**src/verilog/sched_pkg.sv**
```systemverilog
`default_nettype none

package sched_pkg;

	localparam int num_cores = 4;
	localparam int task_depth = 16;
	localparam int frame_bits = 128;
	localparam int beats_per_frame = 4;     // 32-bit beats per instruction frame
	localparam int r0_width = 16;

	typedef logic [$clog2(task_depth)-1:0] task_addr_t;
	typedef logic [num_cores-1:0] core_vect_t;
	typedef logic [$clog2(beats_per_frame)-1:0] beat_t;
	typedef logic [3:0] frame_cnt_t;

	// acq holds the next control frame, rel holds this one
	typedef enum logic [1:0] {
		fence_no  = 2'd0,
		fence_acq = 2'd1,
		fence_rel = 2'd2
	} fence_t;

	localparam int ctrl_bits = $bits(frame_cnt_t) + $bits(fence_t) + 1 + $bits(task_addr_t)
		+ 2 * num_cores + num_cores * r0_width;
	localparam int reserved_bits = frame_bits - ctrl_bits;

	// Control frame view, insn_frames sits in the low nibble
	typedef struct packed {
		logic [reserved_bits-1:0] reserved;
		logic [num_cores-1:0][r0_width-1:0] init_r0;
		core_vect_t init_vect;
		core_vect_t active;
		task_addr_t stop_addr;
		logic stop;
		fence_t fence;
		frame_cnt_t insn_frames;
	} task_frame_t;

	typedef task_frame_t [task_depth-1:0] task_image_t;     // Frame 0 in the low bits

endpackage

`default_nettype wire

```
**src/verilog/core_pkg.sv**
```systemverilog
`default_nettype none

package core_pkg;

	localparam int imm_width = 12;
	localparam int frame_insns = 2 * sched_pkg::beats_per_frame;

	typedef logic [sched_pkg::r0_width-1:0] reg_t;
	typedef reg_t [sched_pkg::num_cores-1:0] r0_bus_t;
	typedef logic [$clog2(frame_insns)-1:0] pc_t;

	typedef enum logic [3:0] {
		op_nop = 4'd0,
		op_add = 4'd1,
		op_xor = 4'd2,
		op_shl = 4'd3,
		op_sub = 4'd4
	} opcode_t;

	typedef struct packed {
		opcode_t op;
		logic [imm_width-1:0] imm;
	} insn_t;

	// Index 0 runs first
	typedef insn_t [1:0] insn_pair_t;

endpackage

`default_nettype wire

```
**src/verilog/frame_core.sv**
```systemverilog
`default_nettype none

module frame_core (
	input wire clk,
	input wire reset,
	input wire start,
	input wire init,
	input wire core_pkg::reg_t init_value,
	input wire sched_pkg::beat_t load_count,
	input wire core_pkg::insn_pair_t insn_data,
	output logic ready,
	output core_pkg::reg_t r0
);

	import sched_pkg::*;
	import core_pkg::*;

	logic running;
	logic init_d;
	logic init_edge;
	pc_t pc;
	insn_pair_t ibuf [beats_per_frame];
	insn_t cur;

	function automatic reg_t alu(input insn_t insn, input reg_t value);
		reg_t imm_ext;
		imm_ext = reg_t'(insn.imm);
		case (insn.op)
			op_add: return value + imm_ext;
			op_sub: return value - imm_ext;
			op_xor: return value ^ imm_ext;
			op_shl: return value << insn.imm[3:0];
			default: return value;
		endcase
	endfunction

	assign init_edge = init && !init_d;
	assign ready = !running && !init_edge;    // Pending init counts as busy
	assign cur = ibuf[pc[$bits(pc_t)-1:1]][pc[0]];

	// Beats only land while the core sits idle
	always_ff @(posedge clk) begin
		if (!running && !start) begin
			ibuf[load_count] <= insn_data;
		end
	end

	always_ff @(posedge clk) begin
		if (reset) begin
			running <= 1'b0;
			pc <= '0;
			init_d <= 1'b0;
		end else begin
			init_d <= init;
			if (start) begin
				running <= 1'b1;
				pc <= '0;
			end else if (running) begin
				pc <= pc + 1'b1;
				if (pc == pc_t'(frame_insns - 1)) begin
					running <= 1'b0;
				end
			end
		end
	end

	always_ff @(posedge clk) begin
		if (reset) begin
			r0 <= '0;
		end else if (init_edge) begin
			r0 <= init_value;
		end else if (running) begin
			r0 <= alu(cur, r0);
		end
	end

	a_start_idle: assert property (
		@(posedge clk) disable iff (reset)
		start |-> !running
	) else $error("start while core busy");

endmodule

`default_nettype wire

```
**config.mk**
```make
export PLATFORM = sky130hd
export DESIGN_NAME = frame_core
export DESIGN_NICKNAME = d
export VERILOG_FILES = /design/src/verilog/sched_pkg.sv /design/src/verilog/core_pkg.sv /design/src/verilog/frame_core.sv
export SDC_FILE = /design/constraint.sdc
export NUM_CORES = 1
export LEC_CHECK = 0
export ABC_CLOCK_PERIOD_IN_PS = 13100
export BUFFER_PORTS_ARGS = -buffer_cell sky130_fd_sc_hd__clkbuf_2
export CAP_MARGIN = 20
export CORE_UTILIZATION = 50
export DETAILED_ROUTE_END_ITERATION = 16
export HOLD_SLACK_MARGIN = 0.15
export PLACE_DENSITY = 0.69
export SLEW_MARGIN = 30
export SYNTH_ARGS = -nofsm -noshare
export SYNTH_HDL_FRONTEND = slang
export SYNTH_SLANG_ARGS = --single-unit
```
**constraint.sdc**
```tcl
create_clock -name clk -period 13.1 [get_ports clk]
set_clock_uncertainty 0.15 [all_clocks]
set_input_delay 0.655 -clock clk [delete_from_list [all_inputs] [get_ports clk]]
set_output_delay 0.655 -clock clk [all_outputs]
set_load 0.02 [all_outputs]
```
==> flow_metrics.tcl <==
set metrics [dict create \
    status "finished clean" \
    fin_hold_ws_ns 0.2909 \
    drc 0 \
    synth_edf_count 128 \
    drt_iter0_markers 397 \
    rows 45 \
    nets 730 \
    ys.flop_type "edfxtp_1" \
    cts_tree "built" \
    grt_util_met3_pct 3.840 \
    cp-end-kind "flip-flop" \
    hp-start "insn_data[0]" \
    peakVddDrop_mv 0.1044 \
    htreeDepth 4 \
    multi_input_area_um2 3415 \
    yosysMostFrequentCell "edfxtp_1" \
    relSlewSlack_pct 51.96 \
    cts-resized-gates 0 \
    synthAdderAreaFrac_pct 3.265 \
    antenna_found_initial 0 \
    synthSimpleGateAreaFrac_pct 8.401 \
    core_area_um2 15310 \
    grt_start_max_net_pins 52 \
    tns_ns 0 \
    grt_pass1_wl_mm 27.69 \
    synthTopCellsByArea "edfxtp_1 (49%), mux2i_1 (7.1%), mux4_2 (6.3%)" \
    powerDensity_nw_per_um2 130.3 \
    start_kind "flip-flop" \
    cts-buffers-inserted 17 \
    first_global_vias 5186 \
    ff2ff_path_depth 18 \
    crit_arrival_ns 5.32 \
    yosysWarnings 0 \
    clk_pin_slew_worst_paths_ns 0.06 \
    vias_per_cell 5.890 \
    dieWidth_um 127.7 \
    hold_class "input pin to flip-flop" \
    synth.largest_area_cell "edfxtp_1" \
    gp_congestion 0.8550 \
    syn_nets 660 \
    nFillCells 1236 \
    rsz0062_at_grt "no" \
    post-route-min-period_ns 5.167 \
    grt_remaining_overflow 0 \
    cp_max_fo 31 \
    busiest_layer "met2" \
    met2_usage_pct 38.80 \
    worstMarginPinSlew_ns 0.7206 \
    wl_per_cell_um 19.80 \
    maxCapViolCount 0 \
    synth_top_family_by_area "multiplexers" \
    wl_mm 17.42 \
    drive_gt1_share_pct 23.77 \
    setup_viol 0 \
    holdBufCountCts 0 \
    critPathRequiredTime_ns 13.25 \
    io_pins 71 \
    syn_avg_cell_area_um2 13.47 \
    p_total_uw 1176 \
    hold_depth 1 \
    yosysSeqAreaShare_pct 54.53 \
    final_hold_viol_count 0 \
    synthMuxAreaShare_pct 17.45 \
    yosys-top-cells-count "edfxtp_1 (128), mux2i_1 (56), nor2_1 (34)" \
    die_h_um 127.7 \
    insertion_delay_ns 0.43 \
    ys_types 69 \
    final.setup.worst_slack_ns 7.933 \
    clock_sinks 151 \
    yosysTopAreaCellShare_pct 48.69 \
    path_class "flip-flop to flip-flop" \
    register_area_um2 4307 \
    insertedDiodeCount 0 \
    max_freq_mhz 193.5 \
    hold_end "ibuf[1][0]" \
    die_area_um2 16290 \
    area.growth.synth_to_final_pct 14.34 \
    reg2reg_to "r0[14]" \
    cellLeakagePower_uw 0.003272 \
    cts_setup_buffers 0 \
    synth_area_um2 7894 \
    synth_compound_area_share_pct 9.716 \
    clockBufferDepth 2 \
    via_count 5183 \
    min_period_over_period_pct 39.44 \
    first_pass_iters 5 \
    dp_hpwl_mm 11.97 \
    ys_ff_latch 151 \
    grt_use_total_pct 22.72 \
    syn_inst 586 \
    initial_utilization_pct 51.54 \
    use_met1_pct 29.33 \
    pre_cts_slack_ns 7.824 \
    slew_violations 0 \
    synth_xor_area_share_pct 3.883 \
    portBuffers 70 \
    ys_async_sr_fraction_pct 0 \
    cts_root_buffer "clkbuf_16" \
    r2r_slack_ns 7.93 \
    ant_nets 0 \
]
==> layer usage <==
metal | up-vias | wire, um
met1 | 2591 | 7503
met2 | 139 | 8729
met3 | 22 | 856
li1 | 2431 | -
met5 | - | 0
met4 | 0 | 330
==> kinds of logic after synthesis <==
| group | after synthesis |
|---|---|
| adders and majority gates | 20 |
| buffers and inverters | 45 |
| and+or+nand+nor | 125 |
| AOI/OAI and AO/OA | 114 |
| muxes | 96 |
| xor gates and xnor gates | 35 |
| DFF | 151 |
==> layout by cell type, fill, tap and decap left out, types with 3 or more instances in the layout <==
cell	count
a211oi_1	11
a21o_1	3
a21oi_1	25
a221oi_1	7
a22oi_1	4
a31oi_1	7
and2_1	4
and3_1	5
buf_4	9
clkbuf_16	17
clkbuf_2	70
clkinv_1	4
dfxtp_1	21
edfxtp_1	128
ha_1	19
inv_1	13
inv_6	7
mux2_2	5
mux2i_1	56
mux2i_2	4
mux2i_4	3
mux4_1	5
mux4_2	22
nand2_1	25
nand2b_1	3
nand3_1	6
nor2_1	34
nor2b_1	10
nor3_1	14
o211ai_1	3
o21ai_0	23
o21ai_1	3
o22ai_1	3
o31ai_1	6
or3_1	4
xnor2_1	20
xor2_1	15
==> worst max-delay path: stages (launching register included) <==
cell and delay, ns:
dfxtp_2 0.31, buf_4 0.45, mux4_1 0.65, mux2i_2 0.16, buf_4 0.37, ha_1 0.27
and4_1 0.21, and2_1 0.18, a21oi_1 0.09, xor2_1 0.17, ha_1 0.35, and3_1 0.20
and3_1 0.19, a211oi_1 0.34, a21oi_1 0.15, a31oi_1 0.22, xnor2_1 0.09, a2111oi_0 0.42
nor3_1 0.08
==> final cells by class <==
class / count / share of cell area (%)
Inverter: 16 / 0.6654
Tap cell: 211 / 2.925
Clock inverter: 13 / 1.275
Clock buffer: 19 / 4.796
Multi-Input combinational cell: 390 / 37.83
Sequential cell: 151 / 47.71
Timing Repair Buffer: 80 / 4.796
==> state kept, by name, summed over array words and instances (netlist names), named ones only <==
register / cells
pc: 3
r0: 16
running: 1
ibuf: 128
init_d: 1
==> worst max-delay path by stage <==
stage            endpoint  startpoint  cells past startpoint
6_report           r0[14]   flip-flop                     18
5_1_grt            r0[14]   flip-flop                     18
4_1_cts            r0[14]   flip-flop                     16
3_5_place_dp       r0[14]   flip-flop                     16
3_3_place_gp       r0[14]   flip-flop                     16
2_1_floorplan  ibuf[1][0]       start                      2
==> metrics by stage <==
step | instance area [um2] | std cells | utilization [%]
2_1_floorplan | 7894 | 586 | -
3_3_place_gp | 8454 | 847 | 55.20
3_5_place_dp | 8454 | 847 | 55.20
4_1_cts | 9002 | 879 | 58.78
5_1_grt | 9026 | 880 | 58.94
6_report | 9026 | 880 | 58.94
==> power by group <==
group	internal (uW)	total (uW)	leakage (uW)	switching, uW
combinational	67.8	162	0.00165	93.7
clock	263	460	0.000266	197
sequential	539	555	0.00136	16.1
Note: power is estimated with default switching activity, not from simulation.
