$ cat config.mk
export PLATFORM = sky130hd
export DESIGN_NAME = display_timer
export DESIGN_NICKNAME = d
export VERILOG_FILES = /design/src/verilog/sched_pkg.sv /design/src/verilog/core_pkg.sv /design/src/verilog/display_timer.sv
export SDC_FILE = /design/constraint.sdc
export NUM_CORES = 1
export LEC_CHECK = 0
export ABC_AREA = 1
export BUFFER_PORTS_ARGS = -buffer_cell sky130_fd_sc_hd__buf_2
export CAP_MARGIN = 20
export CORE_ASPECT_RATIO = 1.75
export CORE_MARGIN = 2
export CORE_UTILIZATION = 42
export DETAILED_ROUTE_END_ITERATION = 12
export PLACE_DENSITY = 0.76
export SYNTH_ARGS = -nofsm -noshare
export SYNTH_HDL_FRONTEND = slang
export SYNTH_SLANG_ARGS = --single-unit
$ cat constraint.sdc
create_clock -name clk -period 1.4 [get_ports clk]
set_clock_uncertainty 0.15 [all_clocks]
set_input_delay 0.21 -clock clk [delete_from_list [all_inputs] [get_ports clk]]
set_output_delay 0.21 -clock clk [all_outputs]
set_load 0.01 [all_outputs]
$ cat src/verilog/sched_pkg.sv
`default_nettype none

package sched_pkg;

	localparam int num_cores = 4;
	localparam int task_depth = 16;
	localparam int frame_bits = 128;
	localparam int beats_per_frame = 4;     // 32-bit beats per instruction frame
	localparam int r0_width = 16;

	typedef logic [$clog2(task_depth)-1:0] task_addr_t;
	typedef logic [num_cores-1:0] core_vect_t;
	typedef logic [$clog2(beats_per_frame)-1:0] beat_t;
	typedef logic [3:0] frame_cnt_t;

	// acq holds the next control frame, rel holds this one
	typedef enum logic [1:0] {
		fence_no  = 2'd0,
		fence_acq = 2'd1,
		fence_rel = 2'd2
	} fence_t;

	localparam int ctrl_bits = $bits(frame_cnt_t) + $bits(fence_t) + 1 + $bits(task_addr_t)
		+ 2 * num_cores + num_cores * r0_width;
	localparam int reserved_bits = frame_bits - ctrl_bits;

	// Control frame view, insn_frames sits in the low nibble
	typedef struct packed {
		logic [reserved_bits-1:0] reserved;
		logic [num_cores-1:0][r0_width-1:0] init_r0;
		core_vect_t init_vect;
		core_vect_t active;
		task_addr_t stop_addr;
		logic stop;
		fence_t fence;
		frame_cnt_t insn_frames;
	} task_frame_t;

	typedef task_frame_t [task_depth-1:0] task_image_t;     // Frame 0 in the low bits

endpackage

`default_nettype wire

$ cat src/verilog/core_pkg.sv
`default_nettype none

package core_pkg;

	localparam int imm_width = 12;
	localparam int frame_insns = 2 * sched_pkg::beats_per_frame;

	typedef logic [sched_pkg::r0_width-1:0] reg_t;
	typedef reg_t [sched_pkg::num_cores-1:0] r0_bus_t;
	typedef logic [$clog2(frame_insns)-1:0] pc_t;

	typedef enum logic [3:0] {
		op_nop = 4'd0,
		op_add = 4'd1,
		op_xor = 4'd2,
		op_shl = 4'd3,
		op_sub = 4'd4
	} opcode_t;

	typedef struct packed {
		opcode_t op;
		logic [imm_width-1:0] imm;
	} insn_t;

	// Index 0 runs first
	typedef insn_t [1:0] insn_pair_t;

endpackage

`default_nettype wire

$ cat src/verilog/display_timer.sv
`default_nettype none

module display_timer #(
	parameter int display_cycles = 32,
	parameter int blank_cycles = 64
) (
	input wire clk,
	input wire reset,
	input wire snap_req,
	input wire core_pkg::r0_bus_t core_r0,
	output logic blanking,
	output core_pkg::r0_bus_t frame_r0,
	output logic frame_strobe
);

	localparam int period = display_cycles + blank_cycles;
	localparam int cnt_w = $clog2(period);

	logic [cnt_w-1:0] period_cnt;

	// Blanking first, then display
	always_ff @(posedge clk) begin
		if (reset) begin
			period_cnt <= '0;
		end else if (period_cnt == cnt_w'(period - 1)) begin
			period_cnt <= '0;
		end else begin
			period_cnt <= period_cnt + 1'b1;
		end
	end

	assign blanking = period_cnt < cnt_w'(blank_cycles);

	always_ff @(posedge clk) begin
		if (snap_req) begin
			frame_r0 <= core_r0;
		end
	end

	always_ff @(posedge clk) begin
		if (reset) begin
			frame_strobe <= 1'b0;
		end else begin
			frame_strobe <= snap_req;     // Snapshot valid from here
		end
	end

endmodule

`default_nettype wire

==> flow_summary.json, run 1 <==
{
  "power.total_uw": 4860,
  "overflow": 0,
  "nets": 386,
  "status": "completed",
  "relSlewSlack_pct": 81.4,
  "antenna_found_initial": 0,
  "syn_to_final_growth_pct": 72.2,
  "critPathRequiredTime_ps": 1480,
  "vias": 1701,
  "p_leak_uw": 0.00168,
  "hold_slack_ps": 176,
  "netlist_area_um2": 2250,
  "drv_cap": 0,
  "yosysTopAreaCellShare_pct": 85.2,
  "cts_setup_buffers": 0,
  "avgSynthCellArea_um2": 20.9,
  "fill_cells": 312,
  "cts_sinks": 72,
  "grt_use_total_pct": 20.0,
  "dr.pass1.iters": 4,
  "vias_per_cell": 4.50,
  "period_share_pct": 90.3,
  "min_path_type": "in -> reg",
  "crit_chain": "ha_1, nand3_1, o21ai_2, nor2_2",
  "fp-row-count": 35,
  "drt-total-wl_um": 5840,
  "synth.distinct_cells": 13,
  "antenna_cells": 0,
  "clock.fmax_ghz": 0.791,
  "fp.dieH_um": 101,
  "cts_inserted_buffers": 9,
  "die_area_um2": 5990,
  "power_density_nw_per_um2": 1250,
  "port_buffers": 132,
  "worst_path_max_delay_cell": "dfxtp_1",
  "cts.repair.resized": 0,
  "combPwrFrac_pct": 11.0,
  "arrival_ps": 1340,
  "drcViolationCount": 0,
  "end_kind": "flip-flop",
  "grt_pass1_wl_um": 8380,
  "sw_frac_of_total_pct": 21.5,
  "hold_viol": 0,
  "clkTransAtPathRegs_ps": 80,
  "insertion_delay_ps": 330,
  "internal_power_uw": 3820,
  "crit_fanout": 4,
  "seq_area_frac_synth_pct": 92.3,
  "dp_hpwl_um": 3530,
  "p_seq_share_pct": 52.6,
  "period_needed_ps": 1260,
  "instances_no_fill": 378,
  "die_w_um": 59.4,
  "start_util_pct": 43.3,
  "switching_power_uw": 1040,
  "grt_pass1_vias": 1755,
  "drive_above_1_share_pct": 47.1,
  "rsz0062_at_grt": "no",
  "grt_max_degree": 55,
  "slew_violations": 0,
  "critPathTopFamily": "flip-flops",
  "cpPeakStageDelay_ps": 380,
  "ioPinCount": 133,
  "setup_viol": 0,
  "cts_buffer_depth": 2,
  "wire_per_inst_um": 15.4,
  "syn_inst": 108,
  "syn_nets": 176,
  "yosysTopAreaCell": "edfxtp_1",
  "antenna_left": 0,
  "synth_seq_cells": 72,
  "critPathLaunchType": "flip-flop",
  "clockPowerShare_pct": 36.5,
  "ir_drop_v": 0.00108,
  "core_um2": 5210,
  "critPathKind": "reg -> reg",
  "drt_iter0_drc": 64,
  "place_congestion": 0.823,
  "yosys_warnings": 0,
  "root_buffer": "clkbuf_8",
  "cts_tree": "done",
  "synth.area.top_cells": "edfxtp_1 (85%), dfxtp_1 (7.1%), nor2_1 (1.8%)",
  "htreeDepth": 3,
  "fin_setup_tns_ps": 0,
  "tightestPinTransition_ps": 279,
  "post-route-util_pct": 74.5,
  "dp_cells": 297,
  "worst-path-buf-inv": 0
}
power by group through the flow:
stage / logic, µW / clock network (µW) / registers, µW
floorplan: 17.9 / 0 / 2690
CTS: 531 / 1810 / 2550
global placement: 377 / 0 / 2590
finish: 534 / 1770 / 2560
global route: 575 / 1900 / 2570
detailed placement: 388 / 0 / 2600
flip-flops by register name (all words and copies together) (netlist names):
name	count
period_cnt	7
frame_strobe	1
frame_r0	64
timing repair:
| action | in CTS | in global routing |
|---|---|---|
| hold endpoints to repair | 65 | 0 |
| setup endpoints to repair | 0 | 2 |
| hold buffers | 65 | 0 |
metrics by stage:
step | setup WS (ps) | instance area (µm²)
global placement | 198 | 3010
floorplan | 251 | 2250
finish | 135 | 3880
CTS | 94.4 | 3880
global route | 23.8 | 3880
detailed placement | 112 | 3010
cell usage in the layout (no fill, tap or decap), drive strengths merged:
cell         instances
a21oi                2
buf                134
bufinv               2
clkbuf              10
clkinv               1
clkinvlp             2
dfxtp                8
dlygate4sd3         65
edfxtp              64
ha                   1
inv                  9
nand2                5
nand3                3
nand3b               1
nor2                13
o21ai                1
o21bai               1
xor2                 1
area by class of cell:
type	instances	area, µm²	share of cell area [%]
repair buffers	199	1340	34.5
well taps	55	68.8	1.77
flip-flops and latches	72	2080	53.6
inverters	8	30.0	0.773
clock inverters	6	92.6	2.38
multi-input cells	28	143	3.67
clock buffers	10	128	3.29
cells by family (layout without fill, tap and decap cells):
kind of cell    count (synthesis)  count (layout)  synth area share, %
buf+inv                         8             223                 1.33
simple gates                   22              22                 4.22
fa+ha+maj                       1               1                0.555
flops                          72              72                 92.3
compound gates                  4               4                 1.17
xor+xnor                        1               1                0.389
routing by layer:
metal  share of wire [%]  track usage [%]  vias to the layer above
li1                    -                -                      815
met1                  32             18.3                      805
met2                  59             36.1                       64
met3                 5.8             5.65                       17
met4                 3.8             13.5                        0
met5                   0                0                        -
worst paths after layout:
kind	startpoint	to	slack, ps	cells after the start
max	period_cnt[0]	period_cnt[5]	140	4
min	snap_req	frame_r0[40]	180	2
max reg2reg	period_cnt[0]	period_cnt[5]	140	4
min reg2reg	period_cnt[0]	period_cnt[0]	320	1
cell usage after synthesis (all sizes together):
cell	n
o21ai	1
nand2	5
xor2	1
dfxtp	8
nand3	3
inv	8
nand3b	1
a21oi	2
edfxtp	64
o21bai	1
ha	1
nor2	13
worst register-to-register path, stage by stage (launching register included):
cell and delay [ps]:
dfxtp_1 380, ha_1 210, nand3_1 120, o21ai_2 230
nor2_2 70
Power figures use the tool's default switching activity.
==> run 2, diff against run 1 <==
--- a/config.mk
+++ b/config.mk
@@ -5,14 +5,14 @@
 export SDC_FILE = /design/constraint.sdc
 export NUM_CORES = 1
 export LEC_CHECK = 0
-export ABC_AREA = 1
+export ABC_AREA = 0
 export BUFFER_PORTS_ARGS = -buffer_cell sky130_fd_sc_hd__buf_2
 export CAP_MARGIN = 20
 export CORE_ASPECT_RATIO = 1.75
 export CORE_MARGIN = 2
 export CORE_UTILIZATION = 42
 export DETAILED_ROUTE_END_ITERATION = 12
-export PLACE_DENSITY = 0.76
+export PLACE_DENSITY = 0.78
 export SYNTH_ARGS = -nofsm -noshare
 export SYNTH_HDL_FRONTEND = slang
 export SYNTH_SLANG_ARGS = --single-unit
==> run 2 against run 1 <==
  * Sequential power hardly changed
  * Cell count is 2.6% lower
  * Setup slack worse by 43 ps
  * Routed wire length down 3.3%
  * Die area shrank 0.63%
  * Register-to-register slack got worse by 40 ps
  * Via count is 3.2% lower
  * Largest power group unchanged
  * Combinational power up 3%
  * Global-route usage fell by 0.64 points
  * Utilization is 0.14 points lower
  * Final area shrank 0.19%
  * Clock-buffer cell count grew 1
  * Critical endpoint is now period_cnt[3]
  * Critical path type unchanged
==> flow_summary.json, run 2 <==
{
  "yosysMostFrequentCell": "edfxtp_1",
  "drcViolationCount": 0,
  "synth.distinct_cells": 18,
  "status": "completed",
  "critPathTopFamily": "flip-flops",
  "cts_tree": "done",
  "syn_inst": 96,
  "relSlewSlack_pct": 82.6,
  "period_share_pct": 93.4,
  "cpPeakStageDelay_ps": 350,
  "slew_violations": 0,
  "cts_inserted_buffers": 9,
  "end_kind": "flip-flop",
  "worst-path-buf-inv": 0,
  "r2r-end": "period_cnt[3]",
  "core_um2": 5210,
  "sw_frac_of_total_pct": 21.1,
  "regMostFlops": "frame_r0",
  "yosysTopAreaCell": "edfxtp_1",
  "grt_max_degree": 39,
  "nets": 377,
  "antenna_left": 0,
  "vias": 1647,
  "whs_endpoint": "frame_r0[59]",
  "insertion_delay_ps": 330,
  "fp.dieH_um": 101,
  "met2_length_um": 3240,
  "hold_start": "snap_req",
  "combPwrFrac_pct": 12.0,
  "final_cell_mix": "buf_2 (132), dlygate4sd3_1 (65), edfxtp_1 (64)",
  "p_seq_share_pct": 55.7,
  "start_util_pct": 43.0,
  "root_buffer": "clkbuf_8",
  "yosysTopAreaCellShare_pct": 85.8,
  "synth_enable_flop_cells": 64,
  "final_common_cell": "buf_2",
  "ys_async_sr_fraction_pct": 0,
  "crit_chain": "ha_4, nand4_1, o31ai_4, nor2_1",
  "synthFlopType": "edfxtp_1",
  "switching_power_uw": 971,
  "die_area_um2": 5960,
  "drv_cap": 0,
  "clockPowerShare_pct": 32.3,
  "place_congestion": 0.702,
  "port_buffers": 132,
  "hold_viol": 0,
  "synthTopCellsByCount": "edfxtp_1 (64), dfxtp_1 (8), nor2_1 (5)",
  "crit_fanout": 4,
  "grt_pass1_vias": 1695,
  "largest_reg_flops": 64,
  "r2r_slack_ps": 90,
  "drive_above_1_share_pct": 49.5,
  "critPathKind": "reg -> reg",
  "fill_cells": 344,
  "r2r_start": "period_cnt[1]",
  "multiInputGateArea_um2": 159,
  "avgSynthCellArea_um2": 23.3,
  "dr.pass1.iters": 3,
  "clock.fmax_ghz": 0.764,
  "cts_buffer_depth": 2,
  "vias_per_cell": 4.48,
  "die_w_um": 59.2,
  "internal_power_uw": 3630,
  "ir_drop_v": 0.000936,
  "drt_iter0_drc": 31,
  "critPathRequiredTime_ps": 1460,
  "syn_nets": 164,
  "setup_viol": 0,
  "grt_use_total_pct": 19.4,
  "crit_path_start": "period_cnt[1]",
  "ioPinCount": 133,
  "postLayoutCellArea_um2": 3870,
  "p_leak_uw": 0.00165,
  "netlist_area_um2": 2240,
  "drt-total-wl_um": 5640,
  "placed_cell_area_um2": 3020,
  "wl_met1_um": 1960,
  "htreeDepth": 3,
  "fp-row-count": 35,
  "register_area_um2": 2080,
  "min_path_type": "in -> reg",
  "hold_slack_ps": 214,
  "yosys_warnings": 0,
  "synth.area.top_cells": "edfxtp_1 (86%), dfxtp_1 (7.2%), o31ai_4 (0.95%)",
  "seq_area_frac_synth_pct": 93.0,
  "hold_depth": 2,
  "period_needed_ps": 1310,
  "syn_to_final_growth_pct": 73.0,
  "met3_length_um": 268,
  "tightestPinTransition_ps": 261,
  "dp_hpwl_um": 3500,
  "synth_seq_cells": 72,
  "power.total_uw": 4600,
  "reg_top3": "frame_r0: 64 flops, period_cnt: 7 flops, frame_strobe: 1 flops",
  "clkTransAtPathRegs_ps": 70,
  "top_layer": "met4",
  "wire_per_inst_um": 15.3,
  "antenna_found_initial": 0,
  "critPathLaunchType": "flip-flop",
  "worst_path_max_delay_cell": "dfxtp_2",
  "r2r_cells": 4,
  "antenna_cells": 0,
  "grt_pass1_wl_um": 8050,
  "overflow": 0,
  "cts_sinks": 72,
  "arrival_ps": 1370,
  "rsz0062_at_grt": "yes",
  "power_density_nw_per_um2": 1190
}
-- run 2: changes by cell type in the layout (fill, tap and decap cells not counted), moves of 2 or more --
| cell | previous run | this run |
|---|---|---|
| nor2_1 | 11 | 5 |
| buf_4 | 1 | 3 |
| nand3_1 | 3 | 1 |
| nor2_2 | 2 | 0 |
| dfxtp_1 | 8 | 6 |
| inv_1 | 8 | 3 |
| nand2_1 | 5 | 2 |
| dfxtp_2 | 0 | 2 |
-- run 2: metal layers --
| layer | global-route usage (%) | vias to the layer above |
|---|---|---|
| met4 | 11.9 | 0 |
| met3 | 5.26 | 14 |
| met2 | 33.6 | 59 |
| met1 | 19.8 | 781 |
| li1 | - | 793 |
| met5 | 0 | - |
-- run 2: power groups by stage --
| stage | clock network, µW | registers (µW) | logic (µW) |
|---|---|---|---|
| CTS | 1550 | 2550 | 548 |
| global placement | 0 | 2590 | 387 |
| finish | 1490 | 2560 | 551 |
| detailed placement | 0 | 2600 | 396 |
| floorplan | 0 | 2690 | 16.5 |
| global route | 1600 | 2570 | 594 |
-- run 2: worst max-delay path by stage --
stage,end,slack (ps),cells past startpoint
3_3_place_gp,period_cnt[3],50,4
4_1_cts,period_cnt[3],5,4
5_1_grt,period_cnt[0],-3,4
3_5_place_dp,period_cnt[3],-10,4
2_1_floorplan,period_cnt[3],100,4
6_report,period_cnt[3],90,4
-- run 2: cell families (layout without fill, tap and decap cells) --
kind of cell,count (synthesis),count (layout),synth area share (%)
simple gates,13,13,3.02
xor+xnor,3,3,1.17
fa+ha+maj,1,1,0.559
flops,72,72,93.0
compound gates,4,4,1.79
buf+inv,3,220,0.503
-- run 2: final cells by class --
type                            count  share of cell area, %
Clock buffer                       11                   3.39
Timing Repair Buffer              202                   35.5
Sequential cell                    72                   53.8
Clock inverter                      4                   1.19
Inverter                            3                  0.291
Tap cell                           55                   1.78
Multi-Input combinational cell     21                   4.10
-- run 2: stage by stage --
step	setup TNS, ps	setup slack (ps)	util, %	instances
2_1_floorplan	0	99.5	-	96
3_5_place_dp	-11.1	-11.1	57.9	286
3_3_place_gp	0	51.3	57.9	286
5_1_grt	-4.35	-3.34	74.4	368
6_report	0	91.9	74.4	368
4_1_cts	0	4.82	74.2	367
-- run 2: what timing repair did --
action                                  in CTS  in global routing
resized for setup                            4                  0
hold buffers                                65                  0
setup buffers                                1                  1
endpoints found under the hold margin       68                  0
endpoints found under the setup margin       3                  4
pin swaps                                    2                  1
-- run 2: worst reg2reg max path: cells and delay by family (launching register included) --
kind                     cells  cell delay, ps
AO/OA/AOI/OAI                1             300
adder cells (fa/ha/maj)      1             140
flip-flops                   1             350
AND/OR/NAND/NOR              2             250
==> run 3, diff against run 2 <==
--- a/config.mk
+++ b/config.mk
@@ -12,7 +12,7 @@
 export CORE_MARGIN = 2
 export CORE_UTILIZATION = 42
 export DETAILED_ROUTE_END_ITERATION = 12
-export PLACE_DENSITY = 0.78
+export PLACE_DENSITY_LB_ADDON = 0.2
 export SYNTH_ARGS = -nofsm -noshare
 export SYNTH_HDL_FRONTEND = slang
 export SYNTH_SLANG_ARGS = --single-unit
==> run 3 against run 2 <==
  * Critical path depth up 1
  * Non-clock buffer count unchanged
  * Via count up 2.3%
  * Register-to-register slack worse by 20 ps
  * Total power up 4.9%
  * Clock-buffer cell count down 1
  * Sequential share of layout area down 0.35 points
  * Worst hold slack better by 18 ps
  * Maximum frequency down 1.6%
  * Critical path type unchanged
  * Largest cell class unchanged
  * Highest routed layer unchanged
  * Setup slack worse by 21 ps
==> flow_summary.json, run 3 (synthesis results as in run 2) <==
{
  "start_util_pct": 43.0,
  "post-route-util_pct": 74.8,
  "final_cell_mix": "buf_2 (132), dlygate4sd3_1 (65), edfxtp_1 (64)",
  "sw_frac_of_total_pct": 21.1,
  "multiInputGateArea_um2": 163,
  "hold_slack_ps": 231,
  "met2_length_um": 3080,
  "port_buffers": 132,
  "dp_hpwl_um": 3210,
  "insertion_delay_ps": 340,
  "r2r_start": "period_cnt[1]",
  "cts_tree": "done",
  "min_path_type": "in -> reg",
  "critPathLaunchType": "flip-flop",
  "vias": 1685,
  "period_needed_ps": 1330,
  "final_common_cell": "buf_2",
  "fin_ws_ps": 71.1,
  "die_w_um": 59.2,
  "nets": 377,
  "clkTransAtPathRegs_ps": 70,
  "antenna_left": 0,
  "ir_drop_v": 0.000965,
  "internal_power_uw": 3810,
  "switching_power_uw": 1020,
  "arrival_ps": 1460,
  "drt_iter0_drc": 44,
  "wire_per_inst_um": 15.0,
  "r2r_slack_ps": 70,
  "grt_pass1_vias": 1689,
  "rsz0062_at_grt": "no",
  "drt-total-wl_um": 5520,
  "dp_cells": 285,
  "register_area_um2": 2080,
  "grt_pass1_wl_um": 7890,
  "crit_fanout": 2,
  "place_congestion": 0.704,
  "grt_use_total_pct": 18.8,
  "met3_length_um": 329,
  "cts_inserted_buffers": 9,
  "dr.pass1.iters": 6,
  "grt_max_degree": 66,
  "setup_viol": 0,
  "r2r-end": "period_cnt[6]",
  "largest_reg_flops": 64,
  "r2r_cells": 5,
  "ioPinCount": 133,
  "core_um2": 5210,
  "power_density_nw_per_um2": 1240,
  "fp.dieH_um": 101,
  "end_kind": "flip-flop",
  "root_buffer": "clkbuf_8",
  "combPwrFrac_pct": 11.2,
  "vias_per_cell": 4.57,
  "fill_cells": 333,
  "p_seq_share_pct": 53.0,
  "reg_top3": "frame_r0: 64 flops, period_cnt: 7 flops, frame_strobe: 1 flops",
  "instances_no_fill": 369,
  "dpl_worst_slack_ps": -14.1,
  "antenna_cells": 0,
  "clockPowerShare_pct": 35.8,
  "tightestPinTransition_ps": 348,
  "hold_viol": 0,
  "htreeDepth": 3,
  "die_area_um2": 5960,
  "drv_cap": 0,
  "placed_cell_area_um2": 3000,
  "drive_above_1_share_pct": 50.3,
  "p_leak_uw": 0.00166,
  "clock.fmax_ghz": 0.753,
  "regMostFlops": "frame_r0",
  "overflow": 0,
  "syn_to_final_growth_pct": 74.1,
  "slew_violations": 0,
  "critPathRequiredTime_ps": 1530,
  "cts_sinks": 72,
  "period_share_pct": 94.9,
  "critPathKind": "reg -> reg",
  "wl_met1_um": 1800,
  "cts_buffer_depth": 2,
  "top_layer": "met4",
  "antenna_found_initial": 0,
  "status": "completed",
  "drcViolationCount": 0,
  "fp-row-count": 35,
  "relSlewSlack_pct": 76.8,
  "crit_path_end": "period_cnt[6]",
  "postLayoutCellArea_um2": 3900,
  "crit_path_start": "period_cnt[1]"
}
[run 3: cell types whose count changed in the layout (fill, tap and decap cells not counted)]
| cell | previous run | this run |
|---|---|---|
| a21oi_1 | 1 | 0 |
| a21oi_2 | 1 | 2 |
| buf_12 | 2 | 1 |
| buf_4 | 3 | 4 |
| bufinv_16 | 1 | 2 |
| clkbuf_1 | 2 | 1 |
| clkinvlp_4 | 1 | 2 |
[run 3: timing repair]
action,in CTS,in global routing
pin swaps,3,1
gates cloned,0,0
hold buffers,65,0
endpoints found under the setup margin,3,5
endpoints found under the hold margin,68,0
gates resized for setup,3,2
buffers inserted,3,0
[run 3: layer usage]
layer,vias to the layer above,track usage (%)
met2,85,31.9
met1,781,18.3
met5,-,0
met4,0,17.0
met3,26,3.59
li1,793,-
[run 3: critical path, cell delays in order (launching register included)]
cell	delay, ps
dfxtp_2	350
ha_4	140
nand4_1	150
buf_4	190
nand3b_1	170
a21oi_2	120
[run 3: cell type report]
type | instances | area share (%)
Sequential cell | 72 | 53.4
Timing Repair Buffer | 202 | 34.9
Multi-Input combinational cell | 21 | 4.17
Clock buffer | 10 | 3.27
Clock inverter | 6 | 2.15
Tap cell | 55 | 1.76
Inverter | 3 | 0.289
[run 3: how the worst min path moves through the flow]
stage	depth (start not counted)	slack, ps	startpoint	endpoint
after CTS	2	240	snap_req	frame_r0[47]
after detailed placement	1	240	core_r0[9]	frame_r0[9]
after floorplan	1	130	reset	period_cnt[6]
after global placement	1	240	core_r0[3]	frame_r0[3]
final	2	230	snap_req	frame_r0[47]
after global routing	2	250	snap_req	frame_r0[14]
[run 3: power by group through the flow]
stage          combinational [µW]  sequential (µW)  clock [µW]
4_1_cts                       539             2550        1770
6_report                      541             2560        1730
2_1_floorplan                16.5             2690           0
3_5_place_dp                  388             2600           0
3_3_place_gp                  381             2590           0
5_1_grt                       582             2570        1850
[run 3: stage by stage]
step / total power (µW) / TNS (ps)
floorplan: 2710 / 0
global placement: 2970 / 0
detailed placement: 2980 / -35.2
CTS: 4850 / 0
global route: 5000 / 0
finish: 4820 / 0
